File: src/design/psx_loader_pkg.sv
//==================================================
// Loader package
// Download widths, indices, region offsets, slots
//==================================================

package psx_loader_pkg;

	//==================================================
	// Host download stream
	//==================================================

	// Byte address of the current half-word
	localparam int unsigned IOCTL_ADDR_W  = 27;
	// One download half-word
	localparam int unsigned IOCTL_DATA_W  = 16;
	// File index chosen in the menu
	localparam int unsigned IOCTL_INDEX_W = 8;

	// Packed RAM word, two halves
	localparam int unsigned RAM_DATA_W = 32;

	//==================================================
	// Download indices
	//==================================================

	localparam logic [IOCTL_INDEX_W-1:0] IDX_BIOS   = 8'd0;
	localparam logic [IOCTL_INDEX_W-1:0] IDX_EXE    = 8'd1;
	localparam logic [IOCTL_INDEX_W-1:0] IDX_CD     = 8'd2;
	localparam logic [IOCTL_INDEX_W-1:0] IDX_SBI    = 8'd250;
	localparam logic [IOCTL_INDEX_W-1:0] IDX_CDINFO = 8'd251;

	// CD index is matched on its low bits only,
	// upper bits carry the menu entry variant
	localparam int unsigned CD_INDEX_BITS = 6;

	//==================================================
	// RAM regions
	//==================================================

	// BIOS lives at 2 MB
	localparam logic [IOCTL_ADDR_W-1:0] BIOS_START = 27'd2097152;
	// Executable image at 4 MB
	localparam logic [IOCTL_ADDR_W-1:0] EXE_START  = 27'd4194304;

	//==================================================
	// Mounted images
	//==================================================

	localparam int unsigned CD_SIZE_W  = 30;
	localparam int unsigned IMG_SIZE_W = 64;

	// Image slot numbers, one mount strobe each
	localparam int unsigned SLOT_CD    = 1;
	localparam int unsigned SLOT_CARD1 = 2;
	localparam int unsigned SLOT_CARD2 = 3;

	localparam int unsigned MOUNT_W = 4;

endpackage

File: src/design/download_decoder.sv
//==================================================
// Download decoder
// Kind flags from the download index, core reset
//==================================================

`timescale 1ns/100ps

module download_decoder (
	input  logic                                   clk_1x,
	input  logic                                   rst,
	input  logic                                   ioctl_download,
	input  logic [psx_loader_pkg::IOCTL_INDEX_W-1:0] ioctl_index,
	input  logic                                   reset_request,
	output logic                                   bios_dl,
	output logic                                   exe_dl,
	output logic                                   cd_dl,
	output logic                                   sbi_dl,
	output logic                                   cdinfo_dl,
	output logic                                   core_reset
);

	import psx_loader_pkg::*;

	// One flag per download kind, registered
	always_ff @(posedge clk_1x) begin
		if (rst) begin
			bios_dl   <= 1'b0;
			exe_dl    <= 1'b0;
			cd_dl     <= 1'b0;
			sbi_dl    <= 1'b0;
			cdinfo_dl <= 1'b0;
		end else begin
			bios_dl   <= ioctl_download & (ioctl_index == IDX_BIOS);
			exe_dl    <= ioctl_download & (ioctl_index == IDX_EXE);
			// Masked compare for the CD entries
			cd_dl     <= ioctl_download &
				(ioctl_index[CD_INDEX_BITS-1:0] == IDX_CD[CD_INDEX_BITS-1:0]);
			sbi_dl    <= ioctl_download & (ioctl_index == IDX_SBI);
			cdinfo_dl <= ioctl_download & (ioctl_index == IDX_CDINFO);
		end
	end

	// Core held in reset while an image streams into RAM
	assign core_reset = rst | reset_request | bios_dl | exe_dl | cd_dl;

endmodule

File: src/design/media_tracker.sv
//==================================================
// Media tracker
// Exe load pulse, CD presence, protection key
//==================================================

`timescale 1ns/100ps

module media_tracker (
	input  logic                                  clk_1x,
	input  logic                                  rst,
	input  logic                                  exe_dl,
	input  logic                                  cd_dl,
	input  logic                                  sbi_dl,
	input  logic                                  ioctl_wr,
	input  logic                                  cd_mount,
	input  logic [psx_loader_pkg::IOCTL_ADDR_W-1:0] ioctl_addr,
	input  logic [psx_loader_pkg::IOCTL_DATA_W-1:0] ioctl_dout,
	input  logic [psx_loader_pkg::IMG_SIZE_W-1:0]   img_size,
	output logic                                  exe_load,
	output logic                                  has_cd,
	output logic                                  new_cd,
	output logic                                  cd_hps_on,
	output logic [psx_loader_pkg::CD_SIZE_W-1:0]    cd_size,
	output logic [psx_loader_pkg::IOCTL_DATA_W-1:0] libcrypt_key
);

	import psx_loader_pkg::*;

	logic exe_dl_q;
	logic cd_dl_q;
	logic cd_dl_done;
	logic mount_full;
	logic mount_empty;

	// End of download by falling edge of the kind flag
	assign cd_dl_done  = cd_dl_q & ~cd_dl;
	assign mount_full  = cd_mount & (img_size != '0);
	assign mount_empty = cd_mount & (img_size == '0);

	always_ff @(posedge clk_1x) begin
		if (rst) begin
			exe_dl_q  <= 1'b0;
			cd_dl_q   <= 1'b0;
			exe_load  <= 1'b0;
			has_cd    <= 1'b0;
			new_cd    <= 1'b0;
			cd_hps_on <= 1'b0;
		end else begin
			exe_dl_q <= exe_dl;
			cd_dl_q  <= cd_dl;
			exe_load <= exe_dl_q & ~exe_dl;
			new_cd   <= mount_full;

			// Downloaded CD, served from RAM
			if (cd_dl_done) begin
				has_cd    <= 1'b1;
				cd_hps_on <= 1'b0;
			end

			// SD mount takes over, read via the host
			if (mount_full) begin
				has_cd    <= 1'b1;
				cd_hps_on <= 1'b1;
			end else if (mount_empty) begin
				has_cd <= 1'b0;
			end
		end
	end

	//==================================================
	// Image size and key
	//==================================================

	// Last download address is the image length
	always_ff @(posedge clk_1x) begin
		if (mount_full) begin
			cd_size <= img_size[CD_SIZE_W-1:0];
		end else if (cd_dl_done) begin
			cd_size <= {{(CD_SIZE_W-IOCTL_ADDR_W){1'b0}}, ioctl_addr};
		end
		if (sbi_dl && ioctl_wr) begin
			libcrypt_key <= ioctl_dout;
		end
	end

endmodule

File: src/design/memcard_control.sv
//==================================================
// Memory card control
// Mount flags, load and save pulses
//==================================================

`timescale 1ns/100ps

module memcard_control (
	input  logic                                clk_1x,
	input  logic                                rst,
	input  logic                                card1_mount,
	input  logic                                card2_mount,
	input  logic                                card_load_menu,
	input  logic                                card_save_menu,
	input  logic                                osd_status,
	input  logic                                autosave_en,
	input  logic [psx_loader_pkg::IMG_SIZE_W-1:0] img_size,
	output logic                                card1_available,
	output logic                                card2_available,
	output logic                                card1_load,
	output logic                                card2_load,
	output logic                                card_save
);

	logic size_nz;
	logic autosave;
	logic load_menu_q;
	logic save_menu_q;
	logic autosave_q;
	logic load_edge;
	logic save_edge;

	assign size_nz  = (img_size != '0);
	// Autosave fires when the OSD opens
	assign autosave = osd_status & autosave_en;

	assign load_edge = card_load_menu & ~load_menu_q;
	assign save_edge = (card_save_menu & ~save_menu_q) | (autosave & ~autosave_q);

	always_ff @(posedge clk_1x) begin
		if (rst) begin
			load_menu_q     <= 1'b0;
			save_menu_q     <= 1'b0;
			autosave_q      <= 1'b0;
			card1_available <= 1'b0;
			card2_available <= 1'b0;
			card1_load      <= 1'b0;
			card2_load      <= 1'b0;
			card_save       <= 1'b0;
		end else begin
			load_menu_q <= card_load_menu;
			save_menu_q <= card_save_menu;
			autosave_q  <= autosave;

			// Empty mount ejects the card
			if (card1_mount) begin
				card1_available <= size_nz;
			end
			if (card2_mount) begin
				card2_available <= size_nz;
			end

			card1_load <= (card1_mount & size_nz) | load_edge;
			card2_load <= (card2_mount & size_nz) | load_edge;
			card_save  <= save_edge;
		end
	end

endmodule

File: src/design/psx_loader_top.sv
//==================================================
// Loader top
// Download decode, RAM loader, media and card glue
//==================================================

`timescale 1ns/100ps

module psx_loader_top (
	input  logic                                   clk_1x,
	input  logic                                   rst,
	input  logic                                   ioctl_download,
	input  logic [psx_loader_pkg::IOCTL_INDEX_W-1:0] ioctl_index,
	input  logic [psx_loader_pkg::IOCTL_ADDR_W-1:0]  ioctl_addr,
	input  logic [psx_loader_pkg::IOCTL_DATA_W-1:0]  ioctl_dout,
	input  logic                                   ioctl_wr,
	input  logic                                   ram_ack,
	input  logic [psx_loader_pkg::MOUNT_W-1:0]       img_mounted,
	input  logic [psx_loader_pkg::IMG_SIZE_W-1:0]    img_size,
	input  logic                                   reset_request,
	input  logic                                   card_load_menu,
	input  logic                                   card_save_menu,
	input  logic                                   osd_status,
	input  logic                                   autosave_en,
	output logic                                   core_reset,
	output logic [psx_loader_pkg::IOCTL_ADDR_W-1:0]  ram_addr,
	output logic [psx_loader_pkg::RAM_DATA_W-1:0]    ram_data,
	output logic                                   ram_wr,
	output logic                                   trackinfo_wr,
	output logic                                   ioctl_wait,
	output logic                                   exe_load,
	output logic                                   has_cd,
	output logic                                   new_cd,
	output logic                                   cd_hps_on,
	output logic [psx_loader_pkg::CD_SIZE_W-1:0]     cd_size,
	output logic [psx_loader_pkg::IOCTL_DATA_W-1:0]  libcrypt_key,
	output logic                                   card1_available,
	output logic                                   card2_available,
	output logic                                   card1_load,
	output logic                                   card2_load,
	output logic                                   card_save
);

	import psx_loader_pkg::*;

	// Download kind flags
	logic bios_dl;
	logic exe_dl;
	logic cd_dl;
	logic sbi_dl;
	logic cdinfo_dl;

	download_decoder u_decoder (
		.clk_1x         (clk_1x),
		.rst            (rst),
		.ioctl_download (ioctl_download),
		.ioctl_index    (ioctl_index),
		.reset_request  (reset_request),
		.bios_dl        (bios_dl),
		.exe_dl         (exe_dl),
		.cd_dl          (cd_dl),
		.sbi_dl         (sbi_dl),
		.cdinfo_dl      (cdinfo_dl),
		.core_reset     (core_reset)
	);

	ram_download u_ram_download (
		.clk_1x       (clk_1x),
		.rst          (rst),
		.bios_dl      (bios_dl),
		.exe_dl       (exe_dl),
		.cd_dl        (cd_dl),
		.cdinfo_dl    (cdinfo_dl),
		.ioctl_wr     (ioctl_wr),
		.ram_ack      (ram_ack),
		.ioctl_addr   (ioctl_addr),
		.ioctl_dout   (ioctl_dout),
		.ram_addr     (ram_addr),
		.ram_data     (ram_data),
		.ram_wr       (ram_wr),
		.trackinfo_wr (trackinfo_wr),
		.ioctl_wait   (ioctl_wait)
	);

	// Mount strobes split per slot
	media_tracker u_media (
		.clk_1x       (clk_1x),
		.rst          (rst),
		.exe_dl       (exe_dl),
		.cd_dl        (cd_dl),
		.sbi_dl       (sbi_dl),
		.ioctl_wr     (ioctl_wr),
		.cd_mount     (img_mounted[SLOT_CD]),
		.ioctl_addr   (ioctl_addr),
		.ioctl_dout   (ioctl_dout),
		.img_size     (img_size),
		.exe_load     (exe_load),
		.has_cd       (has_cd),
		.new_cd       (new_cd),
		.cd_hps_on    (cd_hps_on),
		.cd_size      (cd_size),
		.libcrypt_key (libcrypt_key)
	);

	memcard_control u_memcard (
		.clk_1x          (clk_1x),
		.rst             (rst),
		.card1_mount     (img_mounted[SLOT_CARD1]),
		.card2_mount     (img_mounted[SLOT_CARD2]),
		.card_load_menu  (card_load_menu),
		.card_save_menu  (card_save_menu),
		.osd_status      (osd_status),
		.autosave_en     (autosave_en),
		.img_size        (img_size),
		.card1_available (card1_available),
		.card2_available (card2_available),
		.card1_load      (card1_load),
		.card2_load      (card2_load),
		.card_save       (card_save)
	);

endmodule

File: src/design/ram_download.sv
//==================================================
// RAM download
// Packs half-word pairs into 32-bit RAM writes
//==================================================

`timescale 1ns/100ps

module ram_download (
	input  logic                                  clk_1x,
	input  logic                                  rst,
	input  logic                                  bios_dl,
	input  logic                                  exe_dl,
	input  logic                                  cd_dl,
	input  logic                                  cdinfo_dl,
	input  logic                                  ioctl_wr,
	input  logic                                  ram_ack,
	input  logic [psx_loader_pkg::IOCTL_ADDR_W-1:0] ioctl_addr,
	input  logic [psx_loader_pkg::IOCTL_DATA_W-1:0] ioctl_dout,
	output logic [psx_loader_pkg::IOCTL_ADDR_W-1:0] ram_addr,
	output logic [psx_loader_pkg::RAM_DATA_W-1:0]   ram_data,
	output logic                                  ram_wr,
	output logic                                  trackinfo_wr,
	output logic                                  ioctl_wait
);

	import psx_loader_pkg::*;

	logic ram_bound;
	logic low_half;
	logic high_half;

	// Any download that ends up in RAM
	assign ram_bound = bios_dl | exe_dl | cd_dl | cdinfo_dl;

	assign low_half  = ram_bound & ioctl_wr & ~ioctl_addr[1];
	assign high_half = ram_bound & ioctl_wr & ioctl_addr[1];

	//==================================================
	// Word assembly
	//==================================================

	// Address is taken with the low half,
	// relocated into the BIOS or executable region
	always_ff @(posedge clk_1x) begin
		if (low_half) begin
			ram_data[IOCTL_DATA_W-1:0] <= ioctl_dout;
			if (bios_dl) begin
				ram_addr <= ioctl_addr + BIOS_START;
			end else if (exe_dl) begin
				ram_addr <= ioctl_addr + EXE_START;
			end else begin
				ram_addr <= ioctl_addr;
			end
		end
		if (high_half) begin
			ram_data[RAM_DATA_W-1:IOCTL_DATA_W] <= ioctl_dout;
		end
	end

	//==================================================
	// Write strobe and host hold
	//==================================================

	always_ff @(posedge clk_1x) begin
		if (rst) begin
			ram_wr       <= 1'b0;
			trackinfo_wr <= 1'b0;
			ioctl_wait   <= 1'b0;
		end else begin
			ram_wr       <= high_half;
			trackinfo_wr <= high_half & cdinfo_dl;
			if (!ram_bound) begin
				ioctl_wait <= 1'b0;
			end else begin
				if (ram_ack) begin
					ioctl_wait <= 1'b0;
				end
				// Track info goes to internal storage, no hold
				if (high_half) begin
					ioctl_wait <= ~cdinfo_dl;
				end
			end
		end
	end

endmodule

File: config.mk
export PLATFORM = sky130hd
export DESIGN_NAME = psx_loader_top
export DESIGN_NICKNAME = d
export VERILOG_FILES = /design/src/design/psx_loader_pkg.sv /design/src/design/download_decoder.sv /design/src/design/media_tracker.sv /design/src/design/memcard_control.sv /design/src/design/psx_loader_top.sv /design/src/design/ram_download.sv
export SDC_FILE = /design/constraint.sdc
export NUM_CORES = 1
export LEC_CHECK = 0
export BUFFER_PORTS_ARGS = -buffer_cell sky130_fd_sc_hd__buf_2
export CAP_MARGIN = 40
export CORE_UTILIZATION = 45
export DETAILED_ROUTE_END_ITERATION = 10
export PLACE_DENSITY = 0.8
export RECOVER_POWER = 50
export SLEW_MARGIN = 25
export SYNTH_ARGS = -nofsm -noshare
export SYNTH_HDL_FRONTEND = slang
export SYNTH_HIERARCHICAL = 1
export SYNTH_SLANG_ARGS = --single-unit
File: constraint.sdc
create_clock -name clk_1x -period 5.88 [get_ports clk_1x]
set_clock_uncertainty 0.1 [all_clocks]
set_input_delay 0 -clock clk_1x [delete_from_list [all_inputs] [get_ports clk_1x]]
set_output_delay 0 -clock clk_1x [all_outputs]
set_load 0.02 [all_outputs]
# Yosys cells after proc, flatten, opt, wreduce, memory -nomap -nowiden
# Cells that the tools add are included.
# W data, S select, Z words.
[word_totals]
word_cells = 89
output_inout_bits = 118
register_bits = 127
inputBits = 129
[op_classes]
n_eq_ne = 4
bitwise_logic = 37
mux = 11
reduce_logical = 8
n_addsub = 2
[ops]
columns = ["operator", "count"]
rows = [
  ["$logic_not A64 Y1", 1],
  ["$reduce_bool A64 Y1", 1],
  ["$mux W30", 2],
  ["$mux W27", 2],
  ["$add A27 B22 Y27 const B", 1],
  ["$add A27 B23 Y27 const B", 1],
  ["$and A1 B1 Y1", 19],
  ["$eq A8 B8 Y1 const B", 2],
  ["$or A1 B1 Y1", 10],
  ["$eq A8 B1 Y1 const B", 1],
  ["$logic_not A8 Y1", 1],
  ["$not A1 Y1", 8],
  ["$mux W1", 7],
  ["$eq A6 B2 Y1 const B", 1],
  ["$reduce_bool A2 Y1", 2],
  ["$reduce_bool A3 Y1", 1],
  ["$reduce_or A2 Y1", 1],
  ["$logic_and A1 B1 Y1", 1],
]

# Depth between registers and ports, before layout
# Gate-level depths: netlist (run 1).
[depth]
depth_word = 6
ltp_mapped = 5
depth_no_buf = 4

# By module
# The synthesis (run 1) kept the hierarchy.
[by_module_without_submodules]
columns = ["mod", "n_inst", "cells_each", "area_per_inst_um2", "seq_area_each_um2"]
rows = [
  ["media_tracker", 1, 121, 2079.5, 1501.4],
  ["ram_download", 1, 92, 2062.0, 1831.8],
  ["memcard_control", 1, 44, 392.9, 160.2],
  ["download_decoder", 1, 20, 198.9, 100.1],
]

# Worst setup path before layout (run 1)
# No wires, ideal clock.
[synth_path]
kind = "register -> register"
from = "register u_decoder.exe_dl"
to = "register u_ram_download/ram_addr[0] in the netlist's numbering (enable)"
setup_ps = 506
t_required_ps = 5274
t_arrival_ps = 3741
setup_slack_ps = 1533
period_less_slack_ps = 4347
path_stages_with_launch = 3
n_path_buf = 0
cell_sequence = "dfxtp_1 > nor4_2 > nor3b_1"
[synth_between]
elab_chain_cells = 5
[synth_lines]
columns = ["item", "line", "text"]
rows = [
  ["from (decl)", "download_decoder.sv:15", "output logic exe_dl,"],
  ["from (signal assigned)", "download_decoder.sv:34", "exe_dl <= ioctl_download & (ioctl_index == IDX_EXE);"],
  ["$or A1 B1 Y1 (3 in a row)", "ram_download.sv:33", "assign ram_bound = bios_dl | exe_dl | cd_dl | cdinfo_dl;"],
  ["$and A1 B1 Y1 (2 in a row)", "ram_download.sv:35", "assign low_half = ram_bound & ioctl_wr & ~ioctl_addr[1];"],
  ["net u_ram_download.low_half", "ram_download.sv:29", "logic low_half;"],
  ["to (signal assigned)", "ram_download.sv:48", "ram_addr <= ioctl_addr + BIOS_START;"],
  ["to (signal assigned)", "ram_download.sv:50", "ram_addr <= ioctl_addr + EXE_START;"],
  ["to (signal assigned)", "ram_download.sv:52", "ram_addr <= ioctl_addr;"],
  ["to (decl)", "ram_download.sv:19", "output logic [psx_loader_pkg::IOCTL_ADDR_W-1:0] ram_addr,"],
]
# The timed path passes the listed nets, and every way through them passes these cells.
# A chain may end at the register's enable or synchronous reset.

# Worst setup path after layout (run 1)
[layout_path]
from = "input img_size[48] in the netlist's numbering"
to = "register u_media/cd_size[22] in the netlist's numbering, data pin"
[layout_between]
elab_chain_cells = 3
[layout_lines]
columns = ["item", "line", "text"]
rows = [
  ["from (decl)", "psx_loader_top.sv:18", "input logic [psx_loader_pkg::IMG_SIZE_W-1:0] img_size,"],
  ["$reduce_bool A64 Y1", "media_tracker.sv:37", "assign mount_full = cd_mount & (img_size != '0);"],
  ["$and A1 B1 Y1", "media_tracker.sv:37", ""],
  ["$mux W30", "media_tracker.sv:76", "if (mount_full) begin"],
  ["to (signal assigned)", "media_tracker.sv:77", "cd_size <= img_size[CD_SIZE_W-1:0];"],
  ["to (signal assigned)", "media_tracker.sv:79", "cd_size <= {{(CD_SIZE_W-IOCTL_ADDR_W){1'b0}}, ioctl_addr};"],
  ["to (decl)", "media_tracker.sv:23", "output logic [psx_loader_pkg::CD_SIZE_W-1:0] cd_size,"],
]
# Every way passes these cells.

==> results of run 1 <==
-- final timing paths --
kind                    startpoint                          end  slack (ns)
min                   img_size[60]          u_media/cd_size[29]         0.1
max reg2reg      u_decoder/bios_dl  u_ram_download/ram_addr[26]        3.89
min reg2reg  u_memcard/save_menu_q          u_memcard/card_save        0.33
max                   img_size[48]          u_media/cd_size[22]        1.93
-- flip-flops by register name (all words and copies together) (netlist names), 16 cells and up --
name and cells:
u_ram_download/ram_addr 27, u_media/libcrypt_key 16, u_media/cd_size 30, u_ram_download/ram_data 32
-- layout make-up --
| cell class | instances | area [um2] | share of cell area |
|---|---|---|---|
| Tap cell | 136 | 170 | 0.0219 |
| Clock buffer | 23 | 497 | 0.0640 |
| Inverter | 6 | 22.5 | 0.00290 |
| Clock inverter | 9 | 52.6 | 0.00677 |
| Sequential cell | 127 | 3590 | 0.463 |
| Multi-Input combinational cell | 140 | 1080 | 0.139 |
| Timing Repair Buffer | 374 | 2350 | 0.303 |
-- Yosys cell counts, drive strengths merged --
cell,n
o21ai,3
ha,2
nor3,7
mux2i,1
a21o,1
or3,1
dfxtp,22
o41ai,1
nand3b,4
nand2,10
nor3b,3
or3b,2
o211ai,1
nand4b,1
nand3,1
o32ai,1
nor2b,3
and2,1
nand4,9
or4,1
buf,4
nor2,9
nand2b,4
xor2,2
mux2,28
edfxtp,105
or2,1
a211oi,3
xnor2,3
a21oi,3
nor4,34
inv,6
-- layer usage --
layer	share of wire	wire, um	up-vias
li1	-	-	1892
met1	0.35	5900	2069
met2	0.53	8960	306
met3	0.078	1310	54
met4	0.036	601	0
met5	0	0	-
-- cell families after synthesis --
family / count (synthesis) / synth area share
AO/OA/AOI/OAI: 13 / 0.0219
XOR/XNOR: 5 / 0.00925
adder cells (fa/ha/maj): 2 / 0.00529
buffers and inverters: 10 / 0.0143
flip-flops: 127 / 0.759
multiplexers: 29 / 0.0695
AND/OR/NAND/NOR: 91 / 0.121
-- timing repair --
action	4_1_cts	5_1_grt
hold buffers	124	0
endpoints found under the setup margin	0	0
hold endpoints to repair	127	0
buffers inserted	0	0
-- per-stage QoR --
step | instance area, um2 | cells | power [mW] | setup WS, ns | hold slack [ns]
3_5_place_dp | 6120 | 658 | 1.18 | 3.26 | 0.0897
5_1_grt | 7760 | 815 | 2.25 | 1.80 | 0.0902
3_3_place_gp | 6120 | 658 | 1.17 | 3.34 | 0.0896
6_report | 7760 | 815 | 2.19 | 1.93 | 0.0982
4_1_cts | 7910 | 814 | 2.18 | 2.06 | 0.0280
2_1_floorplan | 4730 | 277 | 1.09 | 1.53 | -0.0309
-- power by group --
part,switching (mW),total (mW),internal (mW)
combinational,0.112,0.223,0.111
clock,0.377,0.963,0.587
sequential,0.00781,1.00,0.996
-- worst min-delay path, cell delays in order --
cell     delay, ns
buf_2         0.09
nor4_1        0.04
nand4_1       0.11
o41ai_4       0.17
nor2_1        0.14
==> results.sh, run 1 <==
export IMPL_status="completed"
export IMPL_num_fill_cells=663
export IMPL_synthCells=277
export IMPL_synth_top_cell_area_share=0.666
export IMPL_synth_area_leaders="edfxtp_1, dfxtp_1, mux2_2, nor4_1, nand4_1"
export IMPL_syn_avg_cell_area_um2=17.1
export IMPL_fin_crit_ns=3.95
export IMPL_crit_type="input pin to flip-flop"
export IMPL_relSlewSlack=0.422
export IMPL_wirelength_um=16800
export IMPL_diodes=0
export IMPL_crit_path_start_kind="input pin"
export IMPL_vias=4321
export IMPL_top_usage_layer="met2"
export IMPL_initial_utilization=0.461
export IMPL_crit_family="buffers and inverters"
export IMPL_fin_util=0.755
export IMPL_drc=0
export IMPL_dp_hpwl_um=9140
export IMPL_hold_depth=5
export IMPL_synth_top_area_cell="edfxtp_1"
export IMPL_worstSetupPathDepth=10
export IMPL_worstPathRequired_ns=6.03
export IMPL_gp_congestion=1.06
export IMPL_portBuffers=245
export IMPL_final_antenna_net_count=0
export IMPL_drive_gt1_frac=0.290
export IMPL_synth_warnings=6
export IMPL_power_density_nw_per_um2=282
export IMPL_cp_max_fo=26
export IMPL_grt_pass1_vias=4500
export IMPL_ys_seq_elements=127
export IMPL_synth_nets=408
export IMPL_final_common_cell="buf_2"
export IMPL_met3_usage=0.0749
export IMPL_hp_class="input pin to flip-flop"
export IMPL_grt_ovfl_total=0
export IMPL_worst_pin_slew_ns=0.867
export IMPL_finalCritPeriodShare=0.672
export IMPL_setup_violations=0
export IMPL_grt_start_max_net_pins=44
export IMPL_drtIter0Drc=424
export IMPL_final_cell_mix="buf_2, dlygate4sd3_1, clkbuf_1"
export IMPL_met2_usage=0.562
export IMPL_rows=37
export IMPL_crit_arrival_ns=4.10
export IMPL_antenna_found_initial=0
export IMPL_ctsLongestPathBuffers=2
export IMPL_grt_usage=0.312
export IMPL_synth_distinct_cells=38
export IMPL_timing_fmax_mhz=253
export IMPL_area_growth_pct=64.0
export IMPL_cts_tree="yes"
export IMPL_die_x_um=105
export IMPL_die_area_um2=10900
export IMPL_die_y_um=105
export IMPL_critPathMaxStageDelay_ns=0.63
export IMPL_drv_slew=0
export IMPL_root_buffer="clkbuf_8"
export IMPL_rsz0062_at_grt="no"
export IMPL_first_pass_iters=7
export IMPL_clk_pin_slew_worst_paths_ns=0.06
export IMPL_cts_resized=0
export IMPL_io_pin_count=247
export IMPL_grtUsageMet1=0.345
export IMPL_ys_seq_area_frac=0.759
export IMPL_cts_buffers=17
export IMPL_cp_buffers_inverters=6
export IMPL_critPathSlowestCell="dlygate4sd3_1"
export IMPL_cp_cell_sequence="dlygate4sd3_1 > buf_2 > nor4_1 > dlygate4sd3_1 > nand4_1 > dlygate4sd3_1 > o41ai_4 > buf_4 > mux2_2 > dlygate4sd3_1"
export IMPL_crit_path_frequent_cell="dlygate4sd3_1"
export IMPL_maxCapViolations=0
export IMPL_wire_per_inst_um=20.6
export IMPL_p_leak_nw=2.96
export IMPL_reg2regPathDepth=4
export IMPL_hold_viol_final=0
export IMPL_insertion_delay_ns=0.50
export IMPL_syn_cell_area_um2=4730
export IMPL_end_kind="flip-flop"
export IMPL_nNetsFinal=797
export IMPL_core_um2=10300
export IMPL_grt_pass1_wl_um=25000
export IMPL_clock_sinks=127
export IMPL_htree_levels=4
export IMPL_via_per_inst=5.30
export IMPL_ir_drop_mv=0.218
export IMPL_tns_ns=0
(Power assumes the default switching activity.)
==> inputs of run 2 (changes only) <==
--- a/config.mk
+++ b/config.mk
@@ -5,11 +5,12 @@
 export SDC_FILE = /design/constraint.sdc
 export NUM_CORES = 1
 export LEC_CHECK = 0
+export ABC_AREA = 1
 export BUFFER_PORTS_ARGS = -buffer_cell sky130_fd_sc_hd__buf_2
 export CAP_MARGIN = 40
-export CORE_UTILIZATION = 45
+export CORE_UTILIZATION = 41
 export DETAILED_ROUTE_END_ITERATION = 10
-export PLACE_DENSITY = 0.8
+export PLACE_DENSITY = 0.75
 export RECOVER_POWER = 50
 export SLEW_MARGIN = 25
 export SYNTH_ARGS = -nofsm -noshare
==> constraint.sdc (replaced) <==
create_clock -name clk_1x -period 3.4 [get_ports clk_1x]
set_clock_uncertainty 0.1 [all_clocks]
set_input_delay 0 -clock clk_1x [delete_from_list [all_inputs] [get_ports clk_1x]]
set_output_delay 0 -clock clk_1x [all_outputs]
set_load 0.02 [all_outputs]
==> results.sh, run 2 <==
export IMPL_end_kind="flip-flop"
export IMPL_drtIter0Drc=362
export IMPL_drv_slew=0
export IMPL_timing_fmax_mhz=373
export IMPL_crit_type="input pin to flip-flop"
export IMPL_cp_max_fo=32
export IMPL_async_reset_ff_frac=0
export IMPL_holdCritStartpoint="img_size[44]"
export IMPL_synth_top_area_cell="edfxtp_1"
export IMPL_finalCritPeriodShare=0.788
export IMPL_synthAdderAreaFrac=0.00497
export IMPL_io_pin_count=247
export IMPL_vias=4757
export IMPL_insertion_delay_ns=0.41
export IMPL_hold_viol_final=0
export IMPL_fin_ws_ns=0.721
export IMPL_met2_usage=0.431
export IMPL_worst_pin_slew_ns=0.785
export IMPL_muxShareOfSynthArea=0
export IMPL_post_cts_buffers=0
export IMPL_via_per_inst=4.77
export IMPL_relSlewSlack=0.477
export IMPL_status="completed"
export IMPL_grtUsageMet1=0.251
export IMPL_diodes=0
export IMPL_final_antenna_net_count=0
export IMPL_fin_crit_ns=2.68
export IMPL_clock_sinks=127
export IMPL_syn_avg_cell_area_um2=10.6
export IMPL_synth_area_leaders="edfxtp_1, nand2_1, nor2_1, dfxtp_1, nand3_1"
export IMPL_gp_congestion=0.842
export IMPL_syn_cell_area_um2=5040
export IMPL_p_int_mw=2.99
export IMPL_htree_levels=4
export IMPL_largest_reg_flops=32
export IMPL_final_cell_area_um2=7900
export IMPL_wirelength_um=14900
export IMPL_ir_drop_mv=0.233
export IMPL_rows=40
export IMPL_largestRegisters="u_ram_download/ram_data (32), u_media/cd_size (30), u_ram_download/ram_addr (27)"
export IMPL_portBuffers=245
export IMPL_p_leak_nw=3.22
export IMPL_pwr_share_clk=0.459
export IMPL_final_cell_mix="clkbuf_1, nand2_1, nor2_1"
export IMPL_nNetsFinal=969
export IMPL_grt_usage=0.233
export IMPL_regMostFlops="u_ram_download/ram_data"
export IMPL_yosysMostFrequentCell="nand2_1"
export IMPL_switching_share=0.233
export IMPL_ctsLongestPathBuffers=2
export IMPL_grt_start_max_net_pins=44
export IMPL_synth_nets=605
export IMPL_drive_gt1_frac=0.174
export IMPL_synth_simple_area_share=0.231
export IMPL_area_growth_pct=56.7
export IMPL_cts_tree="yes"
export IMPL_cts_buffers=17
export IMPL_ys_seq_area_frac=0.713
export IMPL_grt_pass1_wl_um=22700
export IMPL_combPwrFrac=0.096
export IMPL_die_x_um=113
export IMPL_hold_depth=9
export IMPL_setup_violations=0
export IMPL_synth_xor_area_frac=0.00348
export IMPL_rrSetupSlack_ns=1.52
export IMPL_dpl_cell_area_um2=6420
export IMPL_ys_seq_elements=127
export IMPL_num_fill_cells=960
export IMPL_power_density_nw_per_um2=494
export IMPL_antenna_found_initial=0
export IMPL_root_buffer="clkbuf_16"
export IMPL_rsz0062_at_grt="no"
export IMPL_cts_resized=0
export IMPL_crit_path_start_kind="input pin"
export IMPL_synth_top_cell_area_share=0.626
export IMPL_synth_distinct_cells=22
export IMPL_hold_end="u_media/has_cd"
export IMPL_die_area_um2=12700
export IMPL_synth_warnings=6
export IMPL_synth_compound_area_frac=0.0117
export IMPL_die_y_um=113
export IMPL_maxCapViolations=0
export IMPL_reg2regPathDepth=5
export IMPL_r2r_start="u_decoder/bios_dl"
export IMPL_synth_edff_count=105
export IMPL_grt_ovfl_total=0
export IMPL_yosys_top_cells_count="nand2_1, nor2_1, edfxtp_1, nand3_1, inv_1"
export IMPL_grt_pass1_vias=4778
export IMPL_dp_hpwl_um=9270
export IMPL_post_place_ws_ns=1.25
export IMPL_crit_arrival_ns=2.85
export IMPL_synth_top_family_by_area="simple AND/OR/NAND/NOR gates"
export IMPL_ys_flop_type="edfxtp_1"
export IMPL_seq_power_share=0.445
export IMPL_drc=0
export IMPL_r2r_end="u_ram_download/ram_addr[13]"
export IMPL_clk_pin_slew_worst_paths_ns=0.06
export IMPL_initial_utilization=0.419
export IMPL_first_pass_iters=5
export IMPL_top_usage_layer="met2"
export IMPL_hp_class="input pin to flip-flop"
export IMPL_final_common_cell="clkbuf_1"
export IMPL_core_um2=12000
export IMPL_synthCells=474
export IMPL_met3_usage=0.0562
export IMPL_worstPathRequired_ns=3.57
export IMPL_wire_per_inst_um=14.9
export IMPL_switchingPower_mw=0.907
export IMPL_multi_input_area_um2=1270
export IMPL_tns_ns=0
export IMPL_seq_area_um2=3590
[run 2: changes by cell type after synthesis, moves of 5 or more]
cell,delta
mux2_2,-25
nor2_1,+109
nand2_1,+122
nand4_1,-5
nor4_1,-32
inv_1,+25
nand3_1,+32
[run 2: logic make-up (layout without fill, tap and decap cells)]
| kind of cell | after synthesis | count (layout) |
|---|---|---|
| AO/OA/AOI/OAI | 11 | 11 |
| buffers and inverters | 40 | 417 |
| adder cells (fa/ha/maj) | 2 | 2 |
| flip-flops | 127 | 127 |
| XOR/XNOR | 2 | 2 |
| AND/OR/NAND/NOR | 292 | 292 |
[run 2: power groups by stage]
| stage | clock network [mW] | registers, mW | logic (mW) |
|---|---|---|---|
| after floorplan | 0 | 1.81 | 0.0895 |
| after global placement | 0 | 1.76 | 0.276 |
| after detailed placement | 0 | 1.77 | 0.285 |
| after CTS | 1.81 | 1.73 | 0.378 |
| after global routing | 1.89 | 1.74 | 0.406 |
| final | 1.79 | 1.73 | 0.375 |
[run 2: final cells by class]
cell class	count	area share
clock buffer	18	0.0544
clock inverter	14	0.0200
inverter	31	0.0147
multi-input combinational	307	0.161
sequential	127	0.455
tap	147	0.0233
timing repair buffer	354	0.271
[run 2: how the worst max path moves through the flow]
stage	startpoint	slack, ns	to	cells after the start
after floorplan	u_decoder/bios_dl	0.41	u_ram_download/ram_addr[0]	4
after global placement	img_size[33]	1.29	u_media/cd_size[13]	10
after detailed placement	img_size[33]	1.25	u_media/cd_size[9]	10
after CTS	img_size[21]	0.77	u_media/cd_size[26]	13
after global routing	img_size[21]	0.52	u_media/cd_size[26]	13
final	img_size[10]	0.72	u_media/cd_size[25]	13
[run 2: timing repair]
| action | in CTS | in global routing |
|---|---|---|
| setup endpoints to repair | 0 | 0 |
| endpoints found under the hold margin | 127 | 0 |
| hold buffers | 106 | 0 |
[run 2: metrics by stage]
| stage | cells | hold WS (ns) | utilization | total power, mW |
|---|---|---|---|---|
| 5_1_grt | 998 | 0.134 | 0.657 | 4.03 |
| 3_3_place_gp | 860 | 0.0924 | 0.534 | 2.04 |
| 3_5_place_dp | 860 | 0.0938 | 0.534 | 2.05 |
| 6_report | 998 | 0.0791 | 0.657 | 3.90 |
| 2_1_floorplan | 474 | -0.0309 | - | 1.90 |
| 4_1_cts | 998 | 0.0745 | 0.671 | 3.92 |
[run 2: worst max-delay path, stage by stage]
cell and delay (ns):
dlygate4sd3_1 0.55, buf_2 0.15, nor2_1 0.10, nand2_1 0.07
nor2_1 0.17, nand2_1 0.10, nor2_2 0.13, nand2_2 0.35
nand2_4 0.15, buf_4 0.35, nand2_1 0.11, nand2_1 0.07
dlygate4sd3_1 0.54
[run 2: layer usage]
layer	share of wire	wire length, um
met1	0.38	5600
met2	0.53	7930
met3	0.059	873
met4	0.032	470
met5	0	0
==> inputs of run 3 (changes only) <==
==> constraint.sdc (replaced) <==
create_clock -name clk_1x -period 2.28 [get_ports clk_1x]
set_clock_uncertainty 0.1 [all_clocks]
set_input_delay 0 -clock clk_1x [delete_from_list [all_inputs] [get_ports clk_1x]]
set_output_delay 0 -clock clk_1x [all_outputs]
set_load 0.02 [all_outputs]
==> results.sh, run 3 (synthesized netlist as in run 2, its figures left out) <==
export IMPL_status="completed"
export IMPL_largest_reg_flops=32
export IMPL_reg2regPathDepth=5
export IMPL_seq_area_um2=3590
export IMPL_grt_pass1_wl_um=22800
export IMPL_regMostFlops="u_ram_download/ram_data"
export IMPL_p_leak_nw=3.29
export IMPL_hold_viol_final=0
export IMPL_gp_congestion=0.820
export IMPL_dpl_cell_area_um2=6440
export IMPL_setup_violations=0
export IMPL_timing_fmax_mhz=454
export IMPL_area_growth_pct=59.5
export IMPL_io_pin_count=247
export IMPL_core_um2=12000
export IMPL_worst_pin_slew_ns=0.738
export IMPL_initial_utilization=0.419
export IMPL_ctsLongestPathBuffers=2
export IMPL_crit_family="buffers and inverters"
export IMPL_final_cell_area_um2=8030
export IMPL_cts_buffers=17
export IMPL_tns_ns=0
export IMPL_multi_input_area_um2=1290
export IMPL_critPathSlowestCell="dlygate4sd3_1"
export IMPL_fin_util=0.669
export IMPL_cp_cell_sequence="dlygate4sd3_1 > buf_2 > nor2_2 > nand2_1 > nor2_2 > nand2_2 > nor2_4 > nand2_2 > buf_12 > nand3_1 > nand2_1 > dlygate4sd3_1"
export IMPL_final_antenna_net_count=0
export IMPL_insertion_delay_ns=0.41
export IMPL_final_cell_mix="clkbuf_1, nand2_1, nor2_1"
export IMPL_crit_arrival_ns=2.26
export IMPL_cp_max_fo=27
export IMPL_fin_crit_ns=2.20
export IMPL_finalCritPeriodShare=0.966
export IMPL_pwr_share_clk=0.469
export IMPL_switching_share=0.230
export IMPL_switchingPower_mw=1.37
export IMPL_final_common_cell="clkbuf_1"
export IMPL_nNetsFinal=977
export IMPL_portBuffers=245
export IMPL_clock_sinks=127
export IMPL_vias=4823
export IMPL_hold_depth=9
export IMPL_worstPathRequired_ns=2.34
export IMPL_crit_start="img_size[8]"
export IMPL_clk_pin_slew_worst_paths_ns=0.06
export IMPL_grt_start_max_net_pins=44
export IMPL_seq_power_share=0.435
export IMPL_cts_tree="yes"
export IMPL_root_buffer="clkbuf_16"
export IMPL_combPwrFrac=0.096
export IMPL_maxCapViolations=0
export IMPL_ir_drop_mv=0.481
export IMPL_worstSetupPathDepth=12
export IMPL_cp_buffers_inverters=4
export IMPL_wirelength_um=15100
export IMPL_drv_slew=0
export IMPL_rrSetupSlack_ns=0.43
export IMPL_htree_levels=4
export IMPL_die_y_um=113
export IMPL_largestRegisters="u_ram_download/ram_data (32), u_media/cd_size (30), u_ram_download/ram_addr (27)"
export IMPL_end_kind="flip-flop"
export IMPL_drc=0
export IMPL_drive_gt1_frac=0.183
export IMPL_rsz0062_at_grt="no"
export IMPL_antenna_found_initial=1
export IMPL_drtIter0Drc=430
export IMPL_first_pass_iters=8
export IMPL_die_x_um=113
export IMPL_crit_path_start_kind="input pin"
export IMPL_r2r_start="u_decoder/bios_dl"
export IMPL_power_density_nw_per_um2=740
export IMPL_critPathMaxStageDelay_ns=0.57
export IMPL_power_mw=5.94
export IMPL_grt_ovfl_total=0
export IMPL_fin_ws_ns=0.0773
export IMPL_grt_pass1_vias=4888
export IMPL_via_per_inst=4.79
export IMPL_p_int_mw=4.58
export IMPL_wire_per_inst_um=15.0
export IMPL_hp_class="input pin to flip-flop"
export IMPL_dp_hpwl_um=9130
export IMPL_die_area_um2=12700
export IMPL_relSlewSlack=0.508
export IMPL_crit_type="input pin to flip-flop"
export IMPL_post_place_ws_ns=0.460
export IMPL_holdCritStartpoint="img_size[40]"
export IMPL_num_fill_cells=944
export IMPL_rows=40
export IMPL_grt_usage=0.237
## run 3: changes by cell type in the layout (fill, tap and decap cells not counted), sizes merged
cell         previous run  this run
bufinv                  2         3
diode                   0         1
clkbuf                156       152
buf                   110       117
clkinvlp                4         2
dlygate4sd3           106       111
clkinv                  3         4
## run 3: metrics by stage
| step | hold slack (ns) | instances |
|---|---|---|
| 2_1_floorplan | -0.0309 | 474 |
| 3_3_place_gp | 0.0928 | 862 |
| 3_5_place_dp | 0.0934 | 862 |
| 4_1_cts | 0.0652 | 1005 |
| 5_1_grt | 0.157 | 1007 |
| 6_report | 0.0761 | 1007 |
## run 3: cell type report
class,instances,share of cell area
Inverter,31,0.0145
Tap cell,147,0.0229
Clock inverter,14,0.0224
Multi-Input combinational cell,307,0.160
Antenna cell,1,0.000312
Clock buffer,18,0.0534
Sequential cell,127,0.447
Timing Repair Buffer,362,0.279
## run 3: power groups by stage
stage,Clock [mW],Sequential [mW],Combinational (mW)
after floorplan,0,2.70,0.134
after global placement,0,2.63,0.412
after detailed placement,0,2.63,0.426
after CTS,2.80,2.58,0.570
after global routing,2.93,2.59,0.615
final,2.79,2.59,0.568
## run 3: routing by layer
layer,global-route usage,share of wire,wire length [um]
met2,0.443,0.54,8110
met4,0.124,0.031,476
met5,0,0,0
met1,0.248,0.37,5580
met3,0.0541,0.064,971
## run 3: worst paths after layout
kind	to
worst max register to register	u_ram_download/ram_addr[25]
worst min-delay path	u_media/has_cd
worst max-delay path	u_media/cd_size[23]
worst min register to register	u_media/exe_load
## run 3: what timing repair did
item	in CTS	in global routing
hold buffers	111	0
setup endpoints to repair	0	5
resized for setup	0	7
setup buffers	0	1
hold endpoints to repair	127	0
## run 3: worst register-to-register path: stages, from the launching register on
cell and delay [ns]:
dfxtp_1 0.44, nor2_1 0.13, nor2_1 0.15, nand2_1 0.09, xnor2_1 0.13, dlygate4sd3_1 0.56
